$ cat src/usb_fifo_pkg.sv
`default_nettype none

package usb_fifo_pkg;

    // one byte on the FT245 data bus
    typedef logic [7:0] fifo_byte_t;

    localparam fifo_byte_t CHAR_CR    = 8'h0D;   // carriage return
    localparam fifo_byte_t CHAR_LF    = 8'h0A;   // line feed
    localparam fifo_byte_t CHAR_SPACE = 8'h20;   // idle value of the bus latch

endpackage

`default_nettype wire
$ cat src/fifo_byte_writer.sv
`timescale 1ns/1ns
`default_nettype none

module fifo_byte_writer
    import usb_fifo_pkg::*;
(
    input  wire         MCLK,
    input  wire         rst_n,
    input  wire         char_send,
    input  wire         [7:0] char_byte,
    input  wire         txe_n,
    output logic        char_done,
    output fifo_byte_t  fifo_data,
    output logic        fifo_wr_n
);

    typedef enum logic [1:0] {
        W_IDLE,
        W_WAIT_ROOM,
        W_STROBE,
        W_STROBE_END
    } wr_state_t;

    wr_state_t state;
    logic      strobe_hold;   // second low cycle of the strobe

    always_ff @(posedge MCLK or negedge rst_n) begin
        if (!rst_n) begin
            state       <= W_IDLE;
            fifo_data   <= CHAR_SPACE;
            fifo_wr_n   <= 1'b1;
            char_done   <= 1'b0;
            strobe_hold <= 1'b0;
        end else begin
            char_done <= 1'b0;
            case (state)
                W_IDLE: begin
                    if (char_send) begin
                        fifo_data <= char_byte;   // held until the write is done
                        state     <= W_WAIT_ROOM;
                    end
                end
                W_WAIT_ROOM: begin
                    if (!txe_n) begin   // FT232H has room
                        state <= W_STROBE;
                    end
                end
                W_STROBE: begin
                    fifo_wr_n   <= 1'b0;
                    strobe_hold <= 1'b0;
                    state       <= W_STROBE_END;
                end
                W_STROBE_END: begin
                    if (strobe_hold) begin
                        fifo_wr_n <= 1'b1;
                        char_done <= 1'b1;   // same cycle wr_n goes high
                        state     <= W_IDLE;
                    end else begin
                        strobe_hold <= 1'b1;
                    end
                end
                default: state <= W_IDLE;
            endcase
        end
    end

endmodule

`default_nettype wire

$ cat config.mk
export PLATFORM = sky130hd
export DESIGN_NAME = fifo_byte_writer
export DESIGN_NICKNAME = d
export VERILOG_FILES = /design/src/usb_fifo_pkg.sv /design/src/fifo_byte_writer.sv
export SDC_FILE = /design/constraint.sdc
export NUM_CORES = 1
export LEC_CHECK = 0
export BUFFER_PORTS_ARGS = -buffer_cell sky130_fd_sc_hd__buf_2
export CORE_MARGIN = 3
export CORE_UTILIZATION = 30
export DETAILED_ROUTE_END_ITERATION = 6
export PLACE_DENSITY_LB_ADDON = 0.08
export SYNTH_ARGS = -nofsm -noshare
export SYNTH_HDL_FRONTEND = slang
export SYNTH_SLANG_ARGS = --single-unit
export TNS_END_PERCENT = 10
$ cat constraint.sdc
create_clock -name MCLK -period 1.8 [get_ports MCLK]
set_input_delay 0.09 -clock MCLK [delete_from_list [all_inputs] [get_ports MCLK]]
set_output_delay 0.09 -clock MCLK [all_outputs]
set_load 0.01 [all_outputs]
Word-level counts from Yosys, hierarchy flattened
Index checks and enable logic that the tools add are counted.

Equality and inequality tests: 6. Mux-type cells: 9. Reductions and logical operators: 5.

Operator list (count): $pmux W2 S4 (1); $mux W2 (3); $ne A2 B2 Y1 const B (3); $eq A2 B2 Y1 const B (2); $pmux W1 S2 (2); $reduce_and A2 Y1 (2); $mux W1 (3); $reduce_and A3 Y1 (1); $eq A2 B1 Y1 const B (1); $logic_not A2 Y1 (1); $reduce_bool A2 Y1 (1).

Register bits: 13. Input port bits: 12.

Depth between registers and ports, before layout
Depth after elaboration: 3. Gate-level depth with buffers: 5. Gate-level depth less buffers: 5.

Worst setup path before layout
Ideal clock, no wire load.

Path kind: flip-flop to flip-flop. From: register state[0]. To: register state[1]. Setup time: 0.128 ns. Arrival: 1.224 ns. Slack: 0.448 ns. Stages on the path, launching flop included: 6. Buffers on the path: 0. Clock period less this slack: 1.352 ns. Cell sequence: dfrtp_1 > inv_1 > ha_1 > inv_1 > o221ai_2 > mux2_1.

Word-level cells in the longest chain between the ends: 3. Elaborated cells on any way between the ends: 9.

RTL lines: from (decl) (RTL line fifo_byte_writer.sv:24) `wr_state_t state;`; from (signal assigned) (RTL line fifo_byte_writer.sv:29) `state <= W_IDLE;`; from (signal assigned) (RTL line fifo_byte_writer.sv:40) `state <= W_WAIT_ROOM;`; from (signal assigned) (RTL line fifo_byte_writer.sv:45) `state <= W_STROBE;`; $eq A2 B1 Y1, or another cell as far along (RTL line fifo_byte_writer.sv:36) `case (state)`; $ne A2 B2 Y1 (no source line); $reduce_and A3 Y1 (no source line).

Parallel ways exist; a longest one is shown, timed or not. A chain may end at the register's enable or synchronous reset.

Worst setup path in the final report
Same ends and word-level chain as after synthesis.

==> impl_metrics.ini <==
[status]
status = finished clean

[die]
core_area_um2 = 1760
die_y_um = 49.8
die_area_um2 = 2480
die_w_um = 49.8
pin_count = 22
fp-row-count = 15
start_util_pct = 32.6

[sta]
fin_crit_sh_pct = 79.8
fmax_mhz = 696
setup_tns_ns = 0
drv_slew = 0
hold_ws_ns = 0.0515
hold_violations = 0
skew_ns = 0.00391
slew-limit-headroom_pct = 81.8
grt_setup_unrepaired = no
min_period_ns = 1.44
tightestPinTransition_ns = 0.274
setup_ws_ns = 0.364
setup_viol = 0

[power_and_ir_drop]
p_int_uw = 823
leakage_uw = 0.000380
power_frac_clock_pct = 13.7
p_sw_share_pct = 34.4
ir_drop_mv = 0.670
power_frac_seq_pct = 42.6
comb_power_share_pct = 43.7
powerDensity_nw_per_um2 = 1680
totalPowerFinal_uw = 1250
p_switching_uw = 431

[critical_path]
cp-end-kind = flop
crit_path_frequent_cell = inv_1
reg2reg_depth = 5
startpoint_type = flop
cp_max_fo = 4
rr_startpoint = state[0]
crit_chain = inv_1 > ha_1 > inv_1 > o221ai_2 > mux2_1
rrSetupSlack_ns = 0.36
timing.rr.end = state[1]
slowest_delay_ns = 0.40
critPathArrivalTime_ns = 1.59
path_class = flop to flop
cp_slowest_cell = dfrtp_1
worstPathRequired_ns = 1.95

[yosys]
yosys_warnings = 0
syn_area_um2 = 576
synth_cell_type_count = 15
synth_common_cells = 11 x dfrtp_1, 8 x mux2_2, 5 x ha_1
synth_cells = 42
synthFlopType = dfrtp_1
avgSynthCellArea_um2 = 13.7
synth_edf_count = 0
yosysTopAreaCellShare_pct = 47.8
synth.ff_latch_count = 13
syn-num-nets = 59
synthArstFlopShare_pct = 100
synth_top_cell_by_area = dfrtp_1
synth_most_common_cell = dfrtp_1
synth_seq_area_share_pct = 57.0
synth_area_leaders = dfrtp_1 48%, mux2_2 16%, ha_1 11%

[route]
viasPerCell = 4.13
drc = 0
drt_iter0_markers = 3
drt_first_pass_iters = 4
via_count = 384
wl_um = 979
wl_per_cell_um = 10.5
antenna_left = 0

[layout]
num-fill-cells = 197
diodes = 0
nNetsFinal = 86
fin_area_um2 = 748
syn_to_final_growth_pct = 30.0
seq_area_um2 = 328
drive_gt1_share_pct = 54.4
multi_input_area_um2 = 229

[grt]
track_usage_pct = 9.61
antenna_found_initial = 0
grt_max_degree = 14
grt_overflow = 0
grt_pass1_wl_um = 1740
grt_pass1_vias = 381

[clock_tree]
cts_tree = done
cts_buffers = 3
clk_latency_ns = 0.27
htree_levels = 1
clk_pin_slew_ns = 0.08
cts.sinks = 13
clock_tree.buffer_depth = 2
cts_setup_buffers = 0
root_buffer = clkbuf_4

[run]
maxCapViolCount = 0

[worst_hold_path]
min_from = char_byte[1]
hold_path_end = fifo_data[1]
hold_depth = 2
hp-class = primary input to flop

[place]
dp_slack_ns = 0.364
port_buffers = 21
gp_congestion = 0.731
dpl.hpwl_um = 766
place_area_um2 = 712
[layout make-up]
cell class	instances	area share, %
clock buffer	4	3.51
sequential	13	43.8
multi-input combinational	24	30.6
inverter	5	2.51
timing repair buffer	22	15.4
tap	25	4.18
[flip-flops by register name (all words and copies together), names as in the netlist]
signal,flops
fifo_data,8
char_done,1
state,2
strobe_hold,1
fifo_wr_n,1
[power groups by stage]
stage / Clock (uW) / Combinational [uW] / Sequential, uW
2_1_floorplan: 0 / 322 / 590
3_3_place_gp: 0 / 566 / 537
3_5_place_dp: 0 / 563 / 541
4_1_cts: 188 / 564 / 536
5_1_grt: 204 / 620 / 557
6_report: 172 / 549 / 534
[what timing repair did]
item,4_1_cts,5_1_grt
hold buffers,1,0
resized for setup,0,0
endpoints found under the hold margin,13,0
[worst max-delay path, delay by kind of cell (launching register included)]
family          cells  cell delay (ns)
fa+ha+maj           1             0.20
compound gates      1             0.19
buf+inv             2             0.19
flops               1             0.40
mux                 1             0.34
[cell families (layout without fill, tap and decap cells)]
group | Yosys count | count (layout) | share of synthesized area [%]
DFF | 13 | 13 | 57.0
muxes | 10 | 10 | 19.3
and+or+nand+nor | 6 | 6 | 4.78
adders and majority gates | 5 | 5 | 10.9
buffers and inverters | 5 | 31 | 3.26
AOI/OAI and AO/OA | 3 | 3 | 4.78
[placed cells by master, fill, tap and decap left out, types with 2 or more instances in the layout]
cell | netlist | final
buf_2 | 0 | 21
clkbuf_4 | 0 | 3
dfrtp_1 | 11 | 11
dfstp_2 | 2 | 2
ha_1 | 5 | 5
inv_1 | 4 | 4
mux2_2 | 8 | 8
nor2_1 | 3 | 3
[layer usage]
metal	part of all wire [%]	up-vias	global-route usage [%]	wire [um]
met3	10	2	5.44	98
li1	-	190	-	-
met5	0	-	0	0
met1	46	173	11.2	447
met2	43	19	14.3	421
met4	1.1	0	4.15	11
[how the worst max path moves through the flow]
stage | from | endpoint | slack [ns] | cells past startpoint
after global placement | state[0] | state[1] | 0.35 | 5
after global routing | state[0] | state[1] | 0.21 | 5
final | state[0] | state[1] | 0.36 | 5
after CTS | state[0] | state[1] | 0.35 | 5
after floorplan | state[0] | state[1] | 0.45 | 5
after detailed placement | state[0] | state[1] | 0.36 | 5
[through the flow]
stage / util (%) / cells
finish: 42.4 / 93
global route: 42.4 / 93
CTS: 42.4 / 93
detailed placement: 40.4 / 88
global placement: 40.4 / 88
floorplan: - / 42
Power figures use the tool's default switching activity.
