<file path="config.mk">
export PLATFORM = sky130hd
export DESIGN_NAME = dump_sequencer
export DESIGN_NICKNAME = d
export VERILOG_FILES = /design/src/dump_format_pkg.sv /design/src/usb_fifo_pkg.sv /design/src/dump_sequencer.sv
export SDC_FILE = /design/constraint.sdc
export NUM_CORES = 1
export LEC_CHECK = 0
export BUFFER_PORTS_ARGS = -buffer_cell sky130_fd_sc_hd__buf_2
export CELL_PAD_IN_SITES_DETAIL_PLACEMENT = 0
export CELL_PAD_IN_SITES_GLOBAL_PLACEMENT = 2
export CORE_ASPECT_RATIO = 0.9
export CORE_MARGIN = 5
export CORE_UTILIZATION = 36
export DETAILED_ROUTE_END_ITERATION = 12
export GPL_ROUTABILITY_DRIVEN = 0
export GPL_TIMING_DRIVEN = 0
export HOLD_SLACK_MARGIN = 0.03
export PLACE_DENSITY = 0.81
export SYNTH_ARGS = -nofsm -noshare
export SYNTH_HDL_FRONTEND = slang
export SYNTH_SLANG_ARGS = --single-unit
</file>
<file path="constraint.sdc">
create_clock -name MCLK -period 4.6 [get_ports MCLK]
set_clock_uncertainty 0.1 [all_clocks]
set_input_delay 0.69 -clock MCLK [delete_from_list [all_inputs] [get_ports MCLK]]
set_output_delay 0.69 -clock MCLK [all_outputs]
set_load 0.01 [all_outputs]
</file>
<file path="src/dump_format_pkg.sv">
`default_nettype none

package dump_format_pkg;

    // dump buffer geometry
    localparam int BUF_BITS      = 8192;   // 8 Kbit, filled one bit at a time
    localparam int BUF_WR_ADDR_W = 13;     // bit address
    localparam int BUF_RD_ADDR_W = 10;     // byte address

    // text ROM layout
    localparam int ROM_ADDR_W = 7;         // 128 entries
    localparam logic [ROM_ADDR_W-1:0] ROM_HEX_BASE   = 7'h00;   // '0'..'9', 'A'..'F'
    localparam logic [ROM_ADDR_W-1:0] ROM_BOOT_TITLE = 7'h10;
    localparam logic [ROM_ADDR_W-1:0] ROM_USER_TITLE = 7'h50;

    // title strings, first character in the top byte
    localparam int BOOT_TITLE_LEN = 17;
    localparam logic [8*BOOT_TITLE_LEN-1:0] BOOT_TITLE = "BOOT LOADER BLOCK";
    localparam int USER_TITLE_LEN = 10;
    localparam logic [8*USER_TITLE_LEN-1:0] USER_TITLE = "USER PAGE ";

    // line format
    localparam int BYTES_PER_LINE = 16;    // "HH " groups per line
    localparam int BOOT_LINES     = 30;
    localparam int USER_LINES     = 8;

    // relative page number printed after the user title
    localparam int PAGE_W      = 12;
    localparam int PAGE_DIGITS = 3;        // one hex digit per nibble

endpackage

`default_nettype wire

</file>
<file path="src/usb_fifo_pkg.sv">
`default_nettype none

package usb_fifo_pkg;

    // one byte on the FT245 data bus
    typedef logic [7:0] fifo_byte_t;

    localparam fifo_byte_t CHAR_CR    = 8'h0D;   // carriage return
    localparam fifo_byte_t CHAR_LF    = 8'h0A;   // line feed
    localparam fifo_byte_t CHAR_SPACE = 8'h20;   // idle value of the bus latch

endpackage

`default_nettype wire
</file>
<file path="src/dump_sequencer.sv">
`timescale 1ns/1ns
`default_nettype none

module dump_sequencer
    import usb_fifo_pkg::*;
    import dump_format_pkg::*;
(
    input  wire                       MCLK,
    input  wire                       rst_n,
    input  wire                       fifo_en_n,
    input  wire                       send_boot_n,
    input  wire                       send_user_n,
    input  wire  [PAGE_W-1:0]         rel_page,

    output logic                      buf_rd_en,
    output logic [BUF_RD_ADDR_W-1:0]  buf_rd_addr,
    input  wire  [7:0]                buf_rd_data,

    output logic                      rom_rd_en,
    output logic [ROM_ADDR_W-1:0]     rom_addr,
    input  wire  [7:0]                rom_data,

    output logic                      char_send,
    output fifo_byte_t                char_byte,
    input  wire                       char_done
);

    typedef enum logic [3:0] {
        S_READY,
        S_TITLE,
        S_PAGE,
        S_PAGE_CR,
        S_PAGE_LF,
        S_BUF_RD,
        S_HI,
        S_LO,
        S_SPACE,
        S_LINE_CR,
        S_LINE_LF,
        S_END_CR,
        S_END_LF,
        S_RELEASE
    } seq_state_t;

    // sub-steps of every character state
    typedef enum logic [1:0] {
        P_LOOKUP,   // ROM or buffer address settles
        P_SEND,
        P_WAIT      // writer busy until char_done
    } phase_t;

    seq_state_t         state;
    seq_state_t         after;
    phase_t             phase;
    logic               is_boot;
    logic [PAGE_W-1:0]  page_q;      // shifted left one digit per character
    logic [4:0]         char_idx;
    logic [1:0]         digit_idx;
    logic [3:0]         byte_cnt;
    logic [4:0]         line_cnt;
    logic [4:0]         title_last;
    logic [4:0]         line_last;
    logic [3:0]         nibble;
    fifo_byte_t         emit_byte;

    // constant characters skip the lookup step
    function automatic phase_t first_phase(input seq_state_t s);
        case (s)
            S_PAGE_CR, S_PAGE_LF, S_SPACE, S_LINE_CR,
            S_LINE_LF, S_END_CR, S_END_LF: first_phase = P_SEND;
            default:                       first_phase = P_LOOKUP;
        endcase
    endfunction

    assign title_last = is_boot ? 5'(BOOT_TITLE_LEN - 1) : 5'(USER_TITLE_LEN - 1);
    assign line_last  = is_boot ? 5'(BOOT_LINES - 1) : 5'(USER_LINES - 1);

    always_comb begin
        case (state)
            S_HI:    nibble = buf_rd_data[7:4];   // high nibble first
            S_LO:    nibble = buf_rd_data[3:0];
            default: nibble = page_q[PAGE_W-1 -: 4];
        endcase
        if (state == S_TITLE) begin
            rom_addr = (is_boot ? ROM_BOOT_TITLE : ROM_USER_TITLE) + ROM_ADDR_W'(char_idx);
        end else begin
            rom_addr = ROM_HEX_BASE + ROM_ADDR_W'(nibble);
        end
    end

    always_comb begin
        case (state)
            S_PAGE_CR, S_LINE_CR, S_END_CR: emit_byte = CHAR_CR;
            S_PAGE_LF, S_LINE_LF, S_END_LF: emit_byte = CHAR_LF;
            S_SPACE:                        emit_byte = CHAR_SPACE;
            default:                        emit_byte = rom_data;
        endcase
    end

    // state that follows once the current character is written
    always_comb begin
        case (state)
            S_TITLE: begin
                if (char_idx != title_last) begin
                    after = S_TITLE;
                end else begin
                    after = is_boot ? S_BUF_RD : S_PAGE;
                end
            end
            S_PAGE:    after = (digit_idx == 2'(PAGE_DIGITS - 1)) ? S_PAGE_CR : S_PAGE;
            S_PAGE_CR: after = S_PAGE_LF;
            S_PAGE_LF: after = S_BUF_RD;
            S_HI:      after = S_LO;
            S_LO:      after = S_SPACE;
            S_SPACE:   after = (byte_cnt == 4'(BYTES_PER_LINE - 1)) ? S_LINE_CR : S_BUF_RD;
            S_LINE_CR: after = S_LINE_LF;
            S_LINE_LF: after = (line_cnt == line_last) ? S_END_CR : S_BUF_RD;
            S_END_CR:  after = S_END_LF;
            default:   after = S_RELEASE;
        endcase
    end

    always_ff @(posedge MCLK or negedge rst_n) begin
        if (!rst_n) begin
            state       <= S_READY;
            phase       <= P_LOOKUP;
            is_boot     <= 1'b0;
            page_q      <= '0;
            char_idx    <= '0;
            digit_idx   <= '0;
            byte_cnt    <= '0;
            line_cnt    <= '0;
            buf_rd_addr <= '0;
            buf_rd_en   <= 1'b0;
            rom_rd_en   <= 1'b0;
            char_send   <= 1'b0;
            char_byte   <= CHAR_SPACE;
        end else begin
            buf_rd_en <= 1'b0;
            char_send <= 1'b0;
            case (state)
                S_READY: begin
                    if (!fifo_en_n && (!send_boot_n || !send_user_n)) begin
                        is_boot     <= !send_boot_n;   // boot wins when both are low
                        page_q      <= rel_page;
                        char_idx    <= '0;
                        digit_idx   <= '0;
                        byte_cnt    <= '0;
                        line_cnt    <= '0;
                        buf_rd_addr <= '0;
                        rom_rd_en   <= 1'b1;
                        state       <= S_TITLE;
                        phase       <= P_LOOKUP;
                    end
                end
                S_RELEASE: begin
                    if (send_boot_n && send_user_n) begin
                        rom_rd_en <= 1'b0;
                        state     <= S_READY;
                    end
                end
                S_BUF_RD: begin
                    if (phase == P_LOOKUP) begin
                        buf_rd_en <= 1'b1;   // byte valid one cycle later
                        phase     <= P_SEND;
                    end else begin
                        state <= S_HI;
                        phase <= P_LOOKUP;
                    end
                end
                default: begin
                    case (phase)
                        P_LOOKUP: phase <= P_SEND;
                        P_SEND: begin
                            char_send <= 1'b1;
                            char_byte <= emit_byte;
                            phase     <= P_WAIT;
                        end
                        default: begin
                            if (char_done) begin
                                state <= after;
                                phase <= first_phase(after);
                                case (state)
                                    S_TITLE: char_idx <= char_idx + 5'd1;
                                    S_PAGE: begin
                                        digit_idx <= digit_idx + 2'd1;
                                        page_q    <= {page_q[PAGE_W-5:0], 4'h0};
                                    end
                                    S_SPACE: begin
                                        buf_rd_addr <= buf_rd_addr + 1'b1;
                                        byte_cnt    <= byte_cnt + 4'd1;   // wraps at line end
                                    end
                                    S_LINE_LF: line_cnt <= line_cnt + 5'd1;
                                    default: ;
                                endcase
                            end
                        end
                    endcase
                end
            endcase
        end
    end

endmodule

`default_nettype wire

</file>
; ---- Yosys cells after proc, flatten, opt, wreduce, memory -nomap -nowiden
; Index checks and enable logic that the tools add are counted.
[word_totals]
register_bits = 56
in_bits = 34
output_inout_bits = 28
[classes]
n_eq_ne = 30
muxes = 59
n_reduce_logical = 31
bitwise = 3
add_sub_neg = 6
[op_table]
columns = op, count
row1 = $eq A4 B4 Y1 const B, 12
row2 = $mux W12, 4
row3 = $mux W5, 9
row4 = $mux W4, 11
row5 = $mux W10, 4
row6 = $pmux W4 S10, 1
row7 = $reduce_and A5 Y1, 5
row8 = $pmux W12 S2, 1
row9 = $pmux W8 S3, 1
row10 = $eq A4 B3 Y1 const B, 5
row11 = $pmux W10 S2, 1
row12 = $pmux W5 S2, 2
row13 = $pmux W4 S2, 2
row14 = $mux W7, 2
row15 = $eq A4 B2 Y1 const B, 3
row16 = $pmux W4 S3, 1
row17 = $reduce_bool A2 Y1, 6
row18 = $add A10 B1 Y10 const B, 1
row19 = $add A5 B1 Y5 const B, 2
row20 = $mux W2, 5
row21 = $mux W1, 9
row22 = $reduce_or A3 Y1, 3
row23 = $pmux W2 S2, 2
row24 = $add A7 B5 Y7, 1
row25 = other kinds (25), 36

; ---- Logic depth before layout (Yosys ltp)
[logic_depth]
depth_word = 10
ltp_mapped = 9
ltp_nobuf = 7

; ---- Worst setup path before layout
; Ideal clock, no wire load.
[synth_timing]
path_kind = reg2out
startpoint = register state[0]
endpoint = output port rom_addr[2]
required_ps = 3810
path_buffers = 4
arrival_time_ps = 1634
slack_ps = 2176
stages_incl_launch_ff = 9
cell_sequence = dfrtp_1 > buf_2 > buf_2 > buf_2 > buf_2 > mux2i_1 > nor2_1 > a21oi_1 > o21ai_0
[synth_via]
elab_chain_len = 3
elab_cells_between_ends = 5
[synth_lines]
columns = item, line_no
row1 = from (decl), dump_sequencer.sv:52  ; seq_state_t state;
row2 = from (signal assigned), dump_sequencer.sv:181  ; state <= after;
row3 = $eq A4 B3 Y1, dump_sequencer.sv:79  ; case (state)
row4 = $pmux W4 S2, dump_sequencer.sv:79
row5 = $mux W7 *, dump_sequencer.sv:84  ; if (state == S_TITLE) begin
row6 = to (decl), dump_sequencer.sv:20  ; output logic [ROM_ADDR_W-1:0] rom_addr,
; Mark *: on every way between the ends. The rest lies on a longest branch, timed or not.

; ---- Final worst setup path
[layout_timing]
startpoint = register state[0]
endpoint = output port rom_addr[3]
; Same word-level chain as after synthesis.

==> flow_summary.toml <==
[sta]
min_period_over_period_pct = 70.30
tns_ns = 0
fin_crit_ns = 3.234
finalHoldViolCount = 0
tightest_slew_ns = 0.7404
fmax_mhz = 309.2
setup_viol = 0
max_slew_margin_pct = 50.64
rsz0062_at_grt = "no"
drv_slew = 0

[cts]
cts_hold_buf = 0
clockBufferDepth = 2
clk_latency_ns = 0.31
cts_tree = "yes"
cts.sinks = 56
root_buffer = "clkbuf_8"
numCtsBuffers = 5
clk_pin_slew_ns = 0.09
post_cts_resized = 0
post_cts_buffers = 0
h-tree-depth = 2

[outcome]
outcome = "finished clean"

[synthesis]
syn_nets = 413
ys_seq_elements = 56
netlist_area_sq_um = 3372
syn_avg_cell_area_sq_um = 9.016
yosysWarnings = 0
syn-instance-count = 374
synth_cell_types = 63
dominantRegCellSynth = "dfrtp_1"
async_flop_share_pct = 100.0
synth_edf_count = 0
ys_seq_area_share_pct = 41.60

[finish]
utilization_pct = 42.99
nets = 481
area_delta_synth_final_pct = 16.33
multiInputGateArea_sq_um = 1823
stdcell_area_sq_um = 3923
drive_above_1_share_pct = 23.02
register_area_sq_um = 1403
n_fill_cell = 933
antennaDiodeCount = 0

[route]
vias = 2970
vias_per_cell = 5.257
antenna_left = 0
drc_errors = 0
drt-total-wl_um = 9033
wire_per_inst_um = 15.99
drtPass1Iterations = 4
drt_iter0_markers = 159

[die]
rows = 33
fp.coreArea_sq_um = 9125
die_h_um = 101.8
die_area_sq_um = 11400
ios = 62
die_w_um = 112.0
start_util_pct = 36.95

[critical_path]
cp-start-kind = "flip-flop"
path_max_fanout = 10
crit_start = "state[0]"
crit_type = "flip-flop to output port"
arrival_ns = 2.44
crit_path_end_kind = "output port"
worstPathRequired_ns = 3.81
r2r_start = "state[3]"

[power]
vdd_drop_max_mv = 0.1800
leakage_nw = 1.801
cellPowerDensity_nw_per_um2 = 595.3
power_mw = 2.335

[grt]
antenna_found_initial = 0
grt_max_degree = 57
grtUsageTotal_pct = 16.24
grt_pass1_vias = 2886
grt_pass1_wl_um = 15010
grt.overflow.total = 0

[flow_run]
cap_violations = 0

[worst_hold_path]
hold_path.class = "primary input to async pin"

[placement]
io_buffers = 61
hpwl_um = 6661
post_dp_cell_area_sq_um = 3830
area by class of cell:
type                            instances  area share, %
Clock buffer                            8          2.297
Timing Repair Buffer                   61          7.847
Tap cell                              122          3.892
Buffer                                 23          3.062
Sequential cell                        56          35.76
Multi-Input combinational cell        288          46.48
Inverter                                7         0.6699
layer usage:
metal	wire length, um	global-route usage [%]	part of all wire [%]	up-vias
met5	0	0	0	-
met4	78	3.789	0.86	0
met3	478	3.197	5.3	6
met2	3931	25.25	44	78
met1	4545	23.58	50	1414
li1	-	-	-	1472
kinds of logic (layout without fill, tap and decap cells):
family	after synthesis	count (layout)	synth area share (%)
buffers and inverters	30	99	4.342
and+or+nand+nor	153	153	24.34
adders and majority gates	5	5	1.855
DFF	56	56	41.60
AOI/OAI and AO/OA	98	98	18.89
muxes	16	16	4.824
xor gates and xnor gates	16	16	4.156
through the flow:
| stage | hold WS (ns) | instances | setup WS, ns |
|---|---|---|---|
| global placement | 0.3603 | 557 | 1.678 |
| floorplan | 0.2944 | 374 | 2.176 |
| finish | 0.3339 | 565 | 1.366 |
| global route | 0.4043 | 565 | 1.111 |
| CTS | 0.3921 | 565 | 1.335 |
| detailed placement | 0.3694 | 557 | 1.691 |
flip-flops by register name, indices dropped and copies added, names as in the netlist:
register	count
char_idx	5
char_send	1
rom_rd_en	1
digit_idx	2
buf_rd_addr	10
phase	2
state	4
page_q	12
byte_cnt	4
is_boot	1
buf_rd_en	1
char_byte	8
line_cnt	5
worst paths after layout:
kind	end	slack (ns)	cells past startpoint
worst max register to register	buf_rd_addr[4]	2.10	7
worst max-delay path	rom_addr[3]	1.37	9
worst min register to register	page_q[0]	0.38	2
min in group MCLK	page_q[0]	0.38	2
worst min-delay path	buf_rd_addr[3]	0.33	1
max in group asynchronous	state[0]	3.58	1
synthesized netlist by cell type (3+ instances only):
master      n  area [sq um]
a21oi_1    22         110.1
a22oi_1     4         30.03
dfrtp_1    55          1376
a21o_1      4         30.03
nand3_1    12         60.06
nor2_1     32         120.1
a2bb2oi_1   3         26.28
nand2_1    55         206.5
nand2b_1    4         25.02
nand4_1    10         62.56
xor2_1     12         105.1
inv_1       7         26.28
xnor2_1     4         35.03
nand4b_1    3         26.28
nor3_1      4         20.02
o21ai_0    39         195.2
clkbuf_1    7         26.28
mux2i_1    14         140.1
buf_2      12         60.06
nor2b_1     8         50.05
ha_1        5         62.56
power breakdown:
part	switching [mW]	internal (mW)	leakage [nW]
Sequential	0.120	0.654	0.736
Clock	0.158	0.123	0.0455
Combinational	0.766	0.514	1.02
worst max-delay path, stage by stage (launching register included):
cell     delay, ns
dfrtp_1       0.34
buf_2         0.26
buf_2         0.28
buf_2         0.29
buf_2         0.28
mux2i_1       0.21
nor2_1        0.05
a21oi_1       0.14
o21ai_0       0.10
buf_2         0.16
placed cells by master (no fill, tap or decap), types with 3 or more instances in the layout:
master,count
a22oi_1,4
nand2_1,55
a21oi_1,22
xnor2_1,4
nand2b_1,4
clkbuf_8,6
ha_1,5
mux2i_1,14
clkbuf_1,9
a2bb2oi_1,3
nor3_1,4
nand4b_1,3
o21ai_0,39
inv_1,7
buf_2,72
xor2_1,12
dfrtp_1,55
a21o_1,4
nand3_1,12
nor2b_1,8
nand4_1,10
nor2_1,32
Note: power is estimated with default switching activity, not from simulation.
