===== src/dump_format_pkg.sv =====
`default_nettype none

package dump_format_pkg;

    // dump buffer geometry
    localparam int BUF_BITS      = 8192;   // 8 Kbit, filled one bit at a time
    localparam int BUF_WR_ADDR_W = 13;     // bit address
    localparam int BUF_RD_ADDR_W = 10;     // byte address

    // text ROM layout
    localparam int ROM_ADDR_W = 7;         // 128 entries
    localparam logic [ROM_ADDR_W-1:0] ROM_HEX_BASE   = 7'h00;   // '0'..'9', 'A'..'F'
    localparam logic [ROM_ADDR_W-1:0] ROM_BOOT_TITLE = 7'h10;
    localparam logic [ROM_ADDR_W-1:0] ROM_USER_TITLE = 7'h50;

    // title strings, first character in the top byte
    localparam int BOOT_TITLE_LEN = 17;
    localparam logic [8*BOOT_TITLE_LEN-1:0] BOOT_TITLE = "BOOT LOADER BLOCK";
    localparam int USER_TITLE_LEN = 10;
    localparam logic [8*USER_TITLE_LEN-1:0] USER_TITLE = "USER PAGE ";

    // line format
    localparam int BYTES_PER_LINE = 16;    // "HH " groups per line
    localparam int BOOT_LINES     = 30;
    localparam int USER_LINES     = 8;

    // relative page number printed after the user title
    localparam int PAGE_W      = 12;
    localparam int PAGE_DIGITS = 3;        // one hex digit per nibble

endpackage

`default_nettype wire


===== src/usb_fifo_pkg.sv =====
`default_nettype none

package usb_fifo_pkg;

    // one byte on the FT245 data bus
    typedef logic [7:0] fifo_byte_t;

    localparam fifo_byte_t CHAR_CR    = 8'h0D;   // carriage return
    localparam fifo_byte_t CHAR_LF    = 8'h0A;   // line feed
    localparam fifo_byte_t CHAR_SPACE = 8'h20;   // idle value of the bus latch

endpackage

`default_nettype wire

===== src/text_rom.sv =====
`timescale 1ns/1ns
`default_nettype none

module text_rom
    import usb_fifo_pkg::*;
    import dump_format_pkg::*;
(
    input  wire                   MCLK,
    input  wire                   rst_n,
    input  wire                   rd_en,
    input  wire [ROM_ADDR_W-1:0]  addr,
    output fifo_byte_t            data
);

    function automatic fifo_byte_t rom_byte(input logic [ROM_ADDR_W-1:0] a);
        int         idx;
        int         off;
        fifo_byte_t b;
        idx = int'(a);
        b   = CHAR_SPACE;   // unused entries
        if (idx >= int'(ROM_HEX_BASE) && idx < int'(ROM_HEX_BASE) + 16) begin
            off = idx - int'(ROM_HEX_BASE);
            b   = 8'(off) + ((off < 10) ? 8'h30 : 8'h37);   // '0'.. or 'A'..
        end else if (idx >= int'(ROM_BOOT_TITLE) &&
                     idx < int'(ROM_BOOT_TITLE) + BOOT_TITLE_LEN) begin
            off = idx - int'(ROM_BOOT_TITLE);
            b   = BOOT_TITLE[8*(BOOT_TITLE_LEN-1-off) +: 8];
        end else if (idx >= int'(ROM_USER_TITLE) &&
                     idx < int'(ROM_USER_TITLE) + USER_TITLE_LEN) begin
            off = idx - int'(ROM_USER_TITLE);
            b   = USER_TITLE[8*(USER_TITLE_LEN-1-off) +: 8];
        end
        return b;
    endfunction

    always_ff @(posedge MCLK or negedge rst_n) begin
        if (!rst_n) begin
            data <= CHAR_SPACE;
        end else if (rd_en) begin
            data <= rom_byte(addr);   // one cycle latency
        end
    end

endmodule

`default_nettype wire


===== config.mk =====
export PLATFORM = sky130hd
export DESIGN_NAME = text_rom
export DESIGN_NICKNAME = d
export VERILOG_FILES = /design/src/dump_format_pkg.sv /design/src/usb_fifo_pkg.sv /design/src/text_rom.sv
export SDC_FILE = /design/constraint.sdc
export NUM_CORES = 1
export LEC_CHECK = 0
export BUFFER_PORTS_ARGS = -buffer_cell sky130_fd_sc_hd__buf_2
export CORE_MARGIN = 2
export CORE_UTILIZATION = 49
export CTS_CLUSTER_SIZE = 40
export DETAILED_ROUTE_END_ITERATION = 10
export GPL_TIMING_DRIVEN = 0
export HOLD_SLACK_MARGIN = 0.15
export PLACE_DENSITY = 0.8
export SLEW_MARGIN = 40
export SYNTH_ARGS = -nofsm -noshare
export SYNTH_HDL_FRONTEND = slang
export SYNTH_SLANG_ARGS = --single-unit
export TNS_END_PERCENT = 20

===== constraint.sdc =====
create_clock -name MCLK -period 0.87 [get_ports MCLK]
set_input_delay 0.0435 -clock MCLK [delete_from_list [all_inputs] [get_ports MCLK]]
set_output_delay 0.0435 -clock MCLK [all_outputs]
set_load 0.02 [all_outputs]

# == Yosys cells after proc, flatten, opt, wreduce, memory -nomap -nowiden ==
# Index checks and enable logic that the tools add are counted.
# word_totals
out_inout_bits,8
input_bits,10
regBits,8
wordCells,20
# classes
muxes,4
magnitude_cmp,6
addsub,5
shifts,2
n_reduce_logical,2
# op_table
cell,count
$shiftx A136 B12 Y8 const A,1
$shiftx A80 B12 Y8 const A,1
$mux W8,3
$sub A5 B8 Y9 const A,1
$sub A6 B8 Y9 const A,1
$add A7 B6 Y8,1
$sub A7 B5 Y8 const B,1
$sub A7 B7 Y8 const B,1
$ge A7 B5 Y1 const B,1
$ge A7 B7 Y1 const B,1
$lt A7 B4 Y1 const B,1
$lt A7 B5 Y1 const B,1
$lt A7 B6 Y1 const B,1
$lt A7 B7 Y1 const B,1
$mux W3,1
$logic_and A1 B1 Y1,2

# == Longest topological paths before layout ==
# Gate-level depths: netlist (run 1).
# logic_depth
word_depth,6
depth_mapped,11
ltp_nobuf,10

# == Worst setup path after synthesis (run 1) ==
# No wires, ideal clock.
# synth_timing
path_type,input-to-reg
start,in addr[1]
end,reg data[6]
setup_slack_ns,-1.408
arrival_ns,2.144
required_ns,0.736
cell_stages,11
setup_time_ns,0.134
n_path_buf,1
cell_sequence,buf_6 inv_1 ha_1 o2111ai_1 ha_1 fa_1 a21o_1 a2111oi_0 nor3_1 o21ai_0 o211ai_1
# synth_between
elab_chain_cells,6
word_cells_on_any_way,19
classes_between,add/sub: 5; order compare: 6; shift: 2; mux: 4; reduce/logical: 2
# synth_lines
item,line_no,rtl
start: declaration,text_rom.sv:11,"input wire [ROM_ADDR_W-1:0] addr,"
$sub A7 B7 Y8,text_rom.sv:30,off = idx - int'(ROM_USER_TITLE);
$sub A5 B8 Y9,text_rom.sv:31,b = USER_TITLE[8*(USER_TITLE_LEN-1-off) +: 8];
$shiftx A80 B12 Y8,text_rom.sv:31,
$mux W8,text_rom.sv:28,end else if (idx >= int'(ROM_USER_TITLE) &&
$mux W8,text_rom.sv:24,end else if (idx >= int'(ROM_BOOT_TITLE) &&
$mux W8 *,text_rom.sv:21,if (idx >= int'(ROM_HEX_BASE) && idx < int'(ROM_HEX_BASE) + 16) begin
end signal: assignment,text_rom.sv:40,data <= rom_byte(addr);
end: declaration,text_rom.sv:12,output fifo_byte_t data
# Every way passes the cells marked *; elsewhere a longest branch is shown, timed or not.
# A chain may end at the register's enable or synchronous reset.

# == Final worst setup path (run 1) ==
# layout_timing
start,in addr[0]
end,reg data[2]
# The elaborated chain is that of the path after synthesis.

==> metrics.md, run 1 <==
| Metric | Value |
|---|---|
| Fin. max-slew vios | `0` |
| Count of nets after finishing | `228` |
| Die outline area | `about 3200 um2` |
| Global route overflow | `0` |
| Worst slew pin tran | `0.607 ns` |
| CTS max path bufs | `2` |
| # rows | `18` |
| RR Endpoint | `data[0]` |
| Crit-path slowest cell | `o21ai_0` |
| Worst ir drop on vdd | `1.07 mV` |
| PD cells | `about 960 nW/um2` |
| Placed cells | `219` |
| First-pass GRT wire length | `approximately 7000 um` |
| Synth warn | `0` |
| Leak Pwr | `0.000681 uW` |
| Fin. Hold Viols | `0` |
| Largest register FFs | `8` |
| Post-Syn Area | `1350 um2` |
| HP Class | `in2async` |
| Die W | `56.4 um` |
| Failing checks | `setup timing` |
| Initial drt markers | `approximately 100` |
| Status | `finished with violations` |
| # setup viols final | `9` |
| RSZ-0062 raised after global routing | `true` |
| CP required | `0.99 ns` |
| DR vias/cell | `6.67` |
| Number of flops mapped to enable cells by yosys | `0` |
| Max_cap viols | `0` |
| Final Non-Filler Cells | `235` |
| CP endpoint | `data[2]` |
| First drt pass iteration count | `5` |
| WS Path Type | `in2reg` |
| Distinct cell type count after synthesis | `55` |
| IO Pins | `18` |
| CTS H-tree depth | `1` |
| Slowest cell delay on critical path | `0.36 ns` |
| Crit path cell chain | `buf_2, inv_1, clkbuf_2, ha_2, and4bb_2, o21ai_0, nand2_1, a32oi_1, o221ai_1` |
| Crit path DAT | `2.04 ns` |
| Total Wirelength | `4250 um` |
| Flops & latches, synth | `8` |
| Min Clock Period, post-route | `1.92 ns` |
| Port Buffers | `16` |
| Tot Pwr | `approximately 1700 uW` |
| Setup Skew | `0 ns` |
| Post-Route Setup TNS | `-7.82 ns` |
| Fin crit share | `221%` |
| Share of layout cells above drive strength 1 | `just under 30%` |
| Pin count of the biggest net entering global routing | `11` |
| FF-to-FF Start | `data[0]` |
| Setup ws final | `-1.05 ns` |
| CP max FO | `10` |
| CP Capture Type | `flip-flop` |
| Antenna Violating Nets Remaining | `0` |
| Worst Setup SP | `addr[0]` |
| Vias | `1568` |
| Mapped Cells | `173` |
| Worst setup SP type | `input port` |
| Initial antenna violation count | `0` |
| DRC | `0` |
| Detail Placement HPWL | `2950 um` |
| Vias in the first global route | `1518` |
| Main flop type after synthesis | `dfrtp_1` |
| Die extent in y | `56.4 um` |
| CTS sink cnt | `8` |
| Root Buffer | `clkbuf_4` |
| TritonCTS Buffers | `3` |
| CORE AREA | `2540 um2` |
| Fin Hold WS | `0.174 ns` |
| Slew HR | `59.4%` |
| Biggest register | `data` |
| N_diodes | `0` |
| Commonest cells after routing, fill and taps aside | `o21ai_0, buf_2, buf_4` |
| Synth-to-Final Area Change | `30.1%` |
| GPL Wtd Cong | `0.868` |
| All-Layer GR Usage | `26.9%` |
| Syn_nets | `195` |
| Initial cell density of the core | `52.9%` |
| F_max | `520 MHz` |
| R2r setup slk | `-0.23 ns` |
| CTS tree | `built` |
| Worst-case reg-to-reg path depth | `4` |
| Skew-Pair Late Insertion Delay | `between 0.2 and 0.3 ns` |
| Wire per inst | `between 15 and 20 um` |
| Async set or reset register ratio after synthesis | `between 90% and 100%` |
| Avg Inst Size Synth | `7.77 um2` |
| Biggest regs | `data: 8 flops` |
| Reg clk slew, reported paths | `around 0.06 ns` |
| Sequential area share after synthesis | `about 15%` |
==> worst min-delay path by stage <==
stage	end	slack [ns]	cells after the start
after floorplan	data[0]	-0.25	0
after global placement	data[7]	-0.12	1
after detailed placement	data[6]	-0.11	1
after CTS	data[7]	0.16	2
after global routing	data[0]	0.18	2
final	data[7]	0.17	2
==> worst max-delay path, delay by kind of cell <==
kind / cells / cell delay [ns]
buf+inv: 3 / 0.49
compound gates: 3 / 0.78
simple gates: 2 / 0.45
fa+ha+maj: 1 / 0.27
==> cell type report <==
cell class | count | area (um2)
Sequential cell | 8 | 201
Fill cell | 207 | 795
Clock buffer | 4 | 26.3
Buffer | 13 | 90.1
Inverter | 10 | 48.8
Multi-Input combinational cell | 142 | 1140
Tap cell | 30 | 37.5
Timing Repair Buffer | 28 | 201
==> repair_timing <==
| item | 4_1_cts | 5_1_grt |
|---|---|---|
| buffers inserted | 8 | 2 |
| setup endpoints to repair | 9 | 11 |
| hold endpoints to repair | 9 | 0 |
| hold buffers | 2 | 0 |
| resized for setup | 17 | 9 |
| pin swaps | 14 | 11 |
==> power by group <==
part,switching (uW),internal [uW]
registers,19.7,414
clock network,140,176
logic,554,376
total,713,966
==> cells by family after synthesis <==
group,Yosys count,synth area share [%]
adders and majority gates,12,11.7
DFF,8,15.0
and+or+nand+nor,50,21.7
buffers and inverters,23,9.40
xor gates and xnor gates,9,5.86
AOI/OAI and AO/OA,71,36.4
==> through the flow <==
step	setup slack, ns	util (%)	instance area (um2)
floorplan	-1.13	-	1390
global placement	-1.57	59.4	1510
detailed placement	-1.62	59.4	1510
CTS	-1.07	66.8	1700
global route	-1.18	68.8	1750
finish	-1.05	68.8	1750
==> synthesized netlist by cell type, types with 2 or more instances <==
master	number	area, um2
a2111oi_0	2	17.5
a21o_1	2	15.0
nand3_1	4	20.0
nor2b_1	2	12.5
o21ai_0	17	85.1
nand2_1	9	33.8
or4_1	2	15.0
and3_1	3	18.8
inv_1	10	37.5
o211ai_1	5	37.5
nor3b_1	4	30.0
nor3_1	3	15.0
nor2_1	7	26.3
a211oi_1	3	22.5
o2111ai_1	2	17.5
nand3b_1	2	15.0
o21bai_1	3	22.5
a21oi_1	10	50.1
clkbuf_1	3	11.3
buf_4	4	30.0
o221ai_1	2	17.5
buf_2	2	10.0
ha_1	11	138
xor2_1	2	17.5
xnor2_1	7	61.3
a31oi_1	4	25.0
nand2b_1	4	25.0
buf_6	3	33.8
dfrtp_1	7	175
o22ai_1	4	25.0
or3_1	3	18.8
a32oi_1	4	35.0
==> layer usage <==
metal	vias up	track usage [%]	wire, um
li1	738	-	-
met3	2	2.76	301
met4	0	6.46	5
met1	747	37.6	1880
met2	81	44.2	2070
met5	-	0	0
No activity file was read; power rests on OpenSTA's default activity.
==> run 2, diff against run 1 <==
Settings changed: CELL_PAD_IN_SITES_DETAIL_PLACEMENT set to 0, CELL_PAD_IN_SITES_GLOBAL_PLACEMENT set to 1, CORE_UTILIZATION 49 to 38, PLACE_DENSITY 0.8 to 0.83.
==> metrics.md, run 2 (synthesis gave the netlist of run 1 again) <==
| Metric | Value |
|---|---|
| Antenna Violating Nets Remaining | `0 (unchanged)` |
| Synth-to-Final Area Change | `37.3%` |
| Vias in the first global route | `1465 (-3.5%)` |
| Root Buffer | `clkbuf_4` |
| Hold wc startpoint | `addr[5]` |
| All-Layer GR Usage | `21.4% (-5.5 points)` |
| Met3 Use GR | `2.86% (+0.092 points)` |
| RR Endpoint | `data[0]` |
| DRC | `0 (unchanged)` |
| Pin count of the biggest net entering global routing | `11 (unchanged)` |
| Commonest cells after routing, fill and taps aside | `buf_2, o21ai_0, buf_4` |
| CTS max path bufs | `2 (unchanged)` |
| Initial antenna violation count | `0 (unchanged)` |
| Initial cell density of the core | `40.0% (-13 points)` |
| F_max | `529 MHz (+1.8%)` |
| Count of nets after finishing | `228 (unchanged)` |
| Skew-Pair Late Insertion Delay | `0.25 ns (about the same)` |
| First-pass GRT wire length | `6930 um (-0.60%)` |
| Worst slew pin tran | `0.656 ns (+0.0491 ns)` |
| Fin. Hold Viols | `0 (unchanged)` |
| IO Pins | `18 (unchanged)` |
| Total Wirelength | `4460 um (+4.9%)` |
| CTS tree | `built` |
| Worst-case reg-to-reg path depth | `4 (unchanged)` |
| R2r setup slk | `-0.31 ns (-0.08 ns)` |
| M2 GR Usage | `35.8% (-8.4 points)` |
| Setup ws final | `-1.02 ns (+0.0340 ns)` |
| Share of layout cells above drive strength 1 | `35.6% (+6.3 points)` |
| Fin. max-slew vios | `0 (unchanged)` |
| Post-Route Setup TNS | `-7.57 ns (+0.254 ns)` |
| CORE AREA | `3360 um2 (+32%)` |
| Biggest regs | `data: 8 flops` |
| # rows | `21 (+3)` |
| Failing checks | `setup timing` |
| CTS H-tree depth | `1 (unchanged)` |
| Detail Placement HPWL | `3060 um (+3.5%)` |
| Min Clock Period, post-route | `1.89 ns (-0.0340 ns)` |
| Worst Hold Path EP | `data[7]` |
| Slew HR | `56.1% (-3.3 points)` |
| # setup viols final | `9 (unchanged)` |
| Wire per inst | `17.8 um (-1.8%)` |
| Final Non-Filler Cells | `251 (+6.8%)` |
| Global route overflow | `0 (unchanged)` |
| Tot Pwr | `1730 uW (+3.0%)` |
| Crit path DAT | `2.06 ns (+0.02 ns)` |
| Worst setup SP type | `input port` |
| Max_cap viols | `0 (unchanged)` |
| FF-to-FF Start | `data[0]` |
| Die outline area | `4030 um2 (+27%)` |
| Most common cell after layout, fill and taps aside | `buf_2` |
| GRT busiest layer | `met2` |
| RSZ-0062 raised after global routing | `true` |
| First drt pass iteration count | `4 (-1)` |
| Placed cells | `235 (+7.3%)` |
| HP Class | `in2reg` |
| Largest register FFs | `8 (unchanged)` |
| Biggest register | `data` |
| Worst ir drop on vdd | `0.961 mV (-10%)` |
| Leak Pwr | `0.000699 uW (+2.7%)` |
| CP Capture Type | `flip-flop` |
| Die W | `63.5 um (+13%)` |
| Setup Skew | `0 ns (unchanged)` |
| Reg clk slew, reported paths | `0.06 ns (about the same)` |
| Hold Crit Depth | `3` |
| Port Buffers | `16 (unchanged)` |
| GPL Wtd Cong | `0.852 (-1.9%)` |
| Fin crit share | `217% (-3.9 points)` |
| Vias | `1512 (-3.6%)` |
| CP max FO | `4 (-6)` |
| CTS sink cnt | `8 (unchanged)` |
| TritonCTS Buffers | `3 (unchanged)` |
| Dpl ws | `-1.65 ns (-0.0259 ns)` |
| PD cells | `936 nW/um2 (-2.4%)` |
| N_diodes | `0 (unchanged)` |
| Status | `finished with violations` |
| Die extent in y | `63.5 um (+13%)` |
| DR vias/cell | `6.02 (-9.7%)` |
| Met1 Use GR | `28.8% (-8.8 points)` |
| WS Path Type | `in2reg` |
| Initial drt markers | `146 (+43%)` |
| CP required | `1.04 ns (+0.05 ns)` |
-- run 2: what timing repair did --
item / CTS / global route
hold buffers: 1 / 0
setup buffers: 9 / 2
pin swaps: 12 / 8
endpoints found under the hold margin: 9 / 0
endpoints found under the setup margin: 9 / 12
resized for setup: 23 / 18
-- run 2: report_power, final --
part / leakage, uW / internal (uW) / switching (uW) / total, uW
sequential: 0.0000992 / 414 / 21.1 / 435
clock: 0.0000150 / 176 / 130 / 306
combinational: 0.000585 / 403 / 585 / 988
-- run 2: area by class of cell --
class                      instances  area, um2
multi-input combinational        142       1220
inverter                          10       48.8
fill                             327       1520
timing repair buffer              28        195
tap                               46       57.6
buffer                            13       97.6
clock buffer                       4       26.3
sequential                         8        201
-- run 2: worst max path at each step --
stage / start / end
6_report: addr[1] / data[6]
2_1_floorplan: addr[2] / data[6]
5_1_grt: addr[1] / data[6]
3_3_place_gp: addr[1] / data[1]
4_1_cts: addr[1] / data[6]
3_5_place_dp: addr[1] / data[2]
-- run 2: worst max-delay path, stage by stage --
cell and delay [ns]:
buf_8 0.10, buf_6 0.11, inv_4 0.06, ha_4 0.15, o2111ai_4 0.15, ha_4 0.21
fa_2 0.36, a21oi_1 0.24, nor3_1 0.09, nor3_2 0.24, o21ai_1 0.11, o211ai_1 0.18
-- run 2: routing by layer --
metal	vias up	wire (um)
met3	8	258
met1	710	1980
met2	58	2140
met4	0	87
met5	-	0
li1	736	-
-- run 2: metrics by stage --
| stage | hold WS, ns | area, um2 | util [%] |
|---|---|---|---|
| after floorplan | -0.252 | 1390 | - |
| after global placement | -0.114 | 1530 | 45.5 |
| after detailed placement | -0.112 | 1530 | 45.5 |
| after CTS | 0.0992 | 1730 | 51.5 |
| after global routing | 0.163 | 1850 | 54.9 |
| final | 0.134 | 1850 | 54.9 |
==> run 3, diff against run 2 <==
Settings changed: CORE_UTILIZATION 38 to 43, PLACE_DENSITY 0.83 to 0.89.
Clock period 0.87 ns to 2.1 ns, I/O delays scaled along.
==> metrics.md, run 3 (synthesis gave the netlist of run 1 again) <==
| Metric | Value |
|---|---|
| DR vias/cell | `6.39 (+6.1%)` |
| CP max FO | `6 (+2)` |
| Crit path DAT | `2.19 ns (+0.13 ns)` |
| PD cells | `390 nW/um2 (-58%)` |
| RSZ-0062 raised after global routing | `true` |
| Biggest regs | `data: 8 flops` |
| CTS tree | `built` |
| First-pass GRT wire length | `6150 um (-11%)` |
| Total Wirelength | `4010 um (-10%)` |
| GPL Wtd Cong | `0.881 (+3.4%)` |
| F_max | `a little under 500 MHz` |
| All-Layer GR Usage | `22.3% (+0.94 points)` |
| CORE AREA | `3000 um2 (-11%)` |
| Die W | `59.9 um (-5.6%)` |
| # rows | `20 (-4.8%)` |
| Vias in the first global route | `1316 (-10%)` |
| Leak Pwr | `0.000665 uW (-4.9%)` |
| Initial cell density of the core | `44.8% (+4.8 points)` |
| Net Sw Frac | `41.8% (-0.75 points)` |
| # setup viols final | `0 (-9)` |
| WS Path Type | `in2reg` |
| Initial drt markers | `141 (-3.4%)` |
| Port Buffers | `16 (unchanged)` |
| Slowest cell delay on critical path | `0.52 ns (+0.16 ns)` |
| Max_cap viols | `0 (unchanged)` |
| Slew HR | `59.6% (+3.4 points)` |
| Min Clock Period, post-route | `2.03 ns` |
| Wire per inst | `17.0 um (-4.4%)` |
| Crit-path most repeated cell | `buf_4` |
| Crit-path slowest cell | `or4b_1` |
| Die extent in y | `59.9 um (-5.6%)` |
| Share of layout cells above drive strength 1 | `28.6% (-7.0 points)` |
| Commonest cells after routing, fill and taps aside | `o21ai_0, buf_2, buf_4` |
| P_int | `395 uW (-60%)` |
| Placed cells | `222 (-5.5%)` |
| First drt pass iteration count | `5 (+1)` |
| CTS H-tree depth | `1 (unchanged)` |
| Global route overflow | `0 (unchanged)` |
| Root Buffer | `clkbuf_4` |
| Pin count of the biggest net entering global routing | `11 (unchanged)` |
| Status | `finished clean` |
| Die outline area | `3590 um2 (-11%)` |
| CTS max path bufs | `2 (unchanged)` |
| Switching power | `284 uW (-61%)` |
| Worst ir drop on vdd | `0.439 mV (-54%)` |
| Clk pwr share | `18.9% (+1.2 points)` |
| CTS sink cnt | `8 (unchanged)` |
| Fin crit share | `96.6%` |
| DRC | `0 (unchanged)` |
| Antenna Violating Nets Remaining | `0 (unchanged)` |
| HP Class | `in2reg` |
| Detail Placement HPWL | `3040 um (-0.70%)` |
| Vias | `1508 (-0.26%)` |
| CP Capture Type | `flip-flop` |
| Fin. Hold Viols | `0 (unchanged)` |
| Worst setup SP type | `input port` |
| TritonCTS Buffers | `3 (unchanged)` |
| Combinational share of power | `54.7% (-2.5 points)` |
| Initial antenna violation count | `0 (unchanged)` |
| Largest register FFs | `8 (unchanged)` |
| Util after Layout | `57.9% (+3.0 points)` |
| Biggest register | `data` |
| CP required | `2.26 ns (+1.22 ns)` |
| Crit path cell chain | `buf_6, buf_8, clkinv_4, buf_4, ha_2, or4b_1, a211o_1, a222oi_1, buf_4, a32oi_1, o221ai_1` |
| Seq pwr share | `26.4% (+1.2 points)` |
| Reg clk slew, reported paths | `0.06 ns (about the same)` |
| Setup Skew | `0 ns (unchanged)` |
| N_diodes | `0 (unchanged)` |
| Final Non-Filler Cells | `236 (-6.0%)` |
| Synth-to-Final Area Change | `29.3%` |
| Count of nets after finishing | `226 (-0.88%)` |
| Fin. max-slew vios | `0 (unchanged)` |
| IO Pins | `18 (unchanged)` |
| Skew-Pair Late Insertion Delay | `0.25 ns (about the same)` |
| Worst slew pin tran | `0.605 ns (-0.0514 ns)` |
run 3: cell count changes in the layout (fill, tap and decap cells not counted), sizes merged:
cell	before	now
clkinv	0	1
buf	37	35
inv	9	6
clkinvlp	1	3
run 3: worst paths after layout:
check	start	end	slack [ns]	cells past startpoint
max in group asynchronous	rst_n	data[5]	1.64	2
hold / removal	addr[5]	data[7]	0.20	3
setup / recovery	addr[2]	data[2]	0.07	11
hold reg to reg	data[2]	data[2]	0.51	2
min in group asynchronous	rst_n	data[1]	0.22	2
setup reg to reg	data[0]	data[0]	0.98	4
run 3: per-layer routing:
metal	up-vias	GRT usage, %	wire (um)
met3	4	0.649	197
met5	-	0	0
met4	0	3.81	20
li1	728	-	-
met1	720	33.2	1840
met2	56	36.2	1950
run 3: timing repair:
action | in CTS | in global routing
pin swaps | 3 | 8
setup buffers | 1 | 8
hold buffers | 1 | 0
gates resized for setup | 7 | 23
cloned | 0 | 0
setup endpoints to repair | 7 | 7
endpoints found under the hold margin | 8 | 0
run 3: cell type report:
| class | count | area (um2) |
|---|---|---|
| inverters | 10 | 58.8 |
| multi-input cells | 142 | 1120 |
| well taps | 33 | 41.3 |
| fillers | 265 | 1260 |
| flip-flops and latches | 8 | 201 |
| repair buffers | 26 | 186 |
| plain buffers | 13 | 101 |
| clock buffers | 4 | 26.3 |
run 3: power groups by stage:
stage | combinational [uW] | clock (uW) | sequential, uW
finish | 371 | 128 | 179
CTS | 339 | 130 | 178
global placement | 318 | 0 | 180
floorplan | 212 | 0 | 201
detailed placement | 324 | 0 | 181
global route | 401 | 139 | 180
run 3: critical path, delay by kind of cell:
family,cells,cell delay [ns]
compound gates,4,0.81
buf+inv,5,0.56
simple gates,1,0.52
fa+ha+maj,1,0.20
run 3: stage by stage:
step / total power, uW / hold slack (ns) / worst slack, ns / TNS, ns / instance area [um2]
2_1_floorplan: 412 / -0.191 / 0.00258 / 0 / 1390
3_3_place_gp: 499 / -0.0530 / -0.500 / -2.95 / 1510
3_5_place_dp: 505 / -0.0491 / -0.580 / -3.48 / 1510
4_1_cts: 647 / 0.188 / 0.00469 / 0 / 1600
5_1_grt: 720 / 0.219 / -0.0484 / -0.0776 / 1740
6_report: 678 / 0.204 / 0.0719 / 0 / 1740
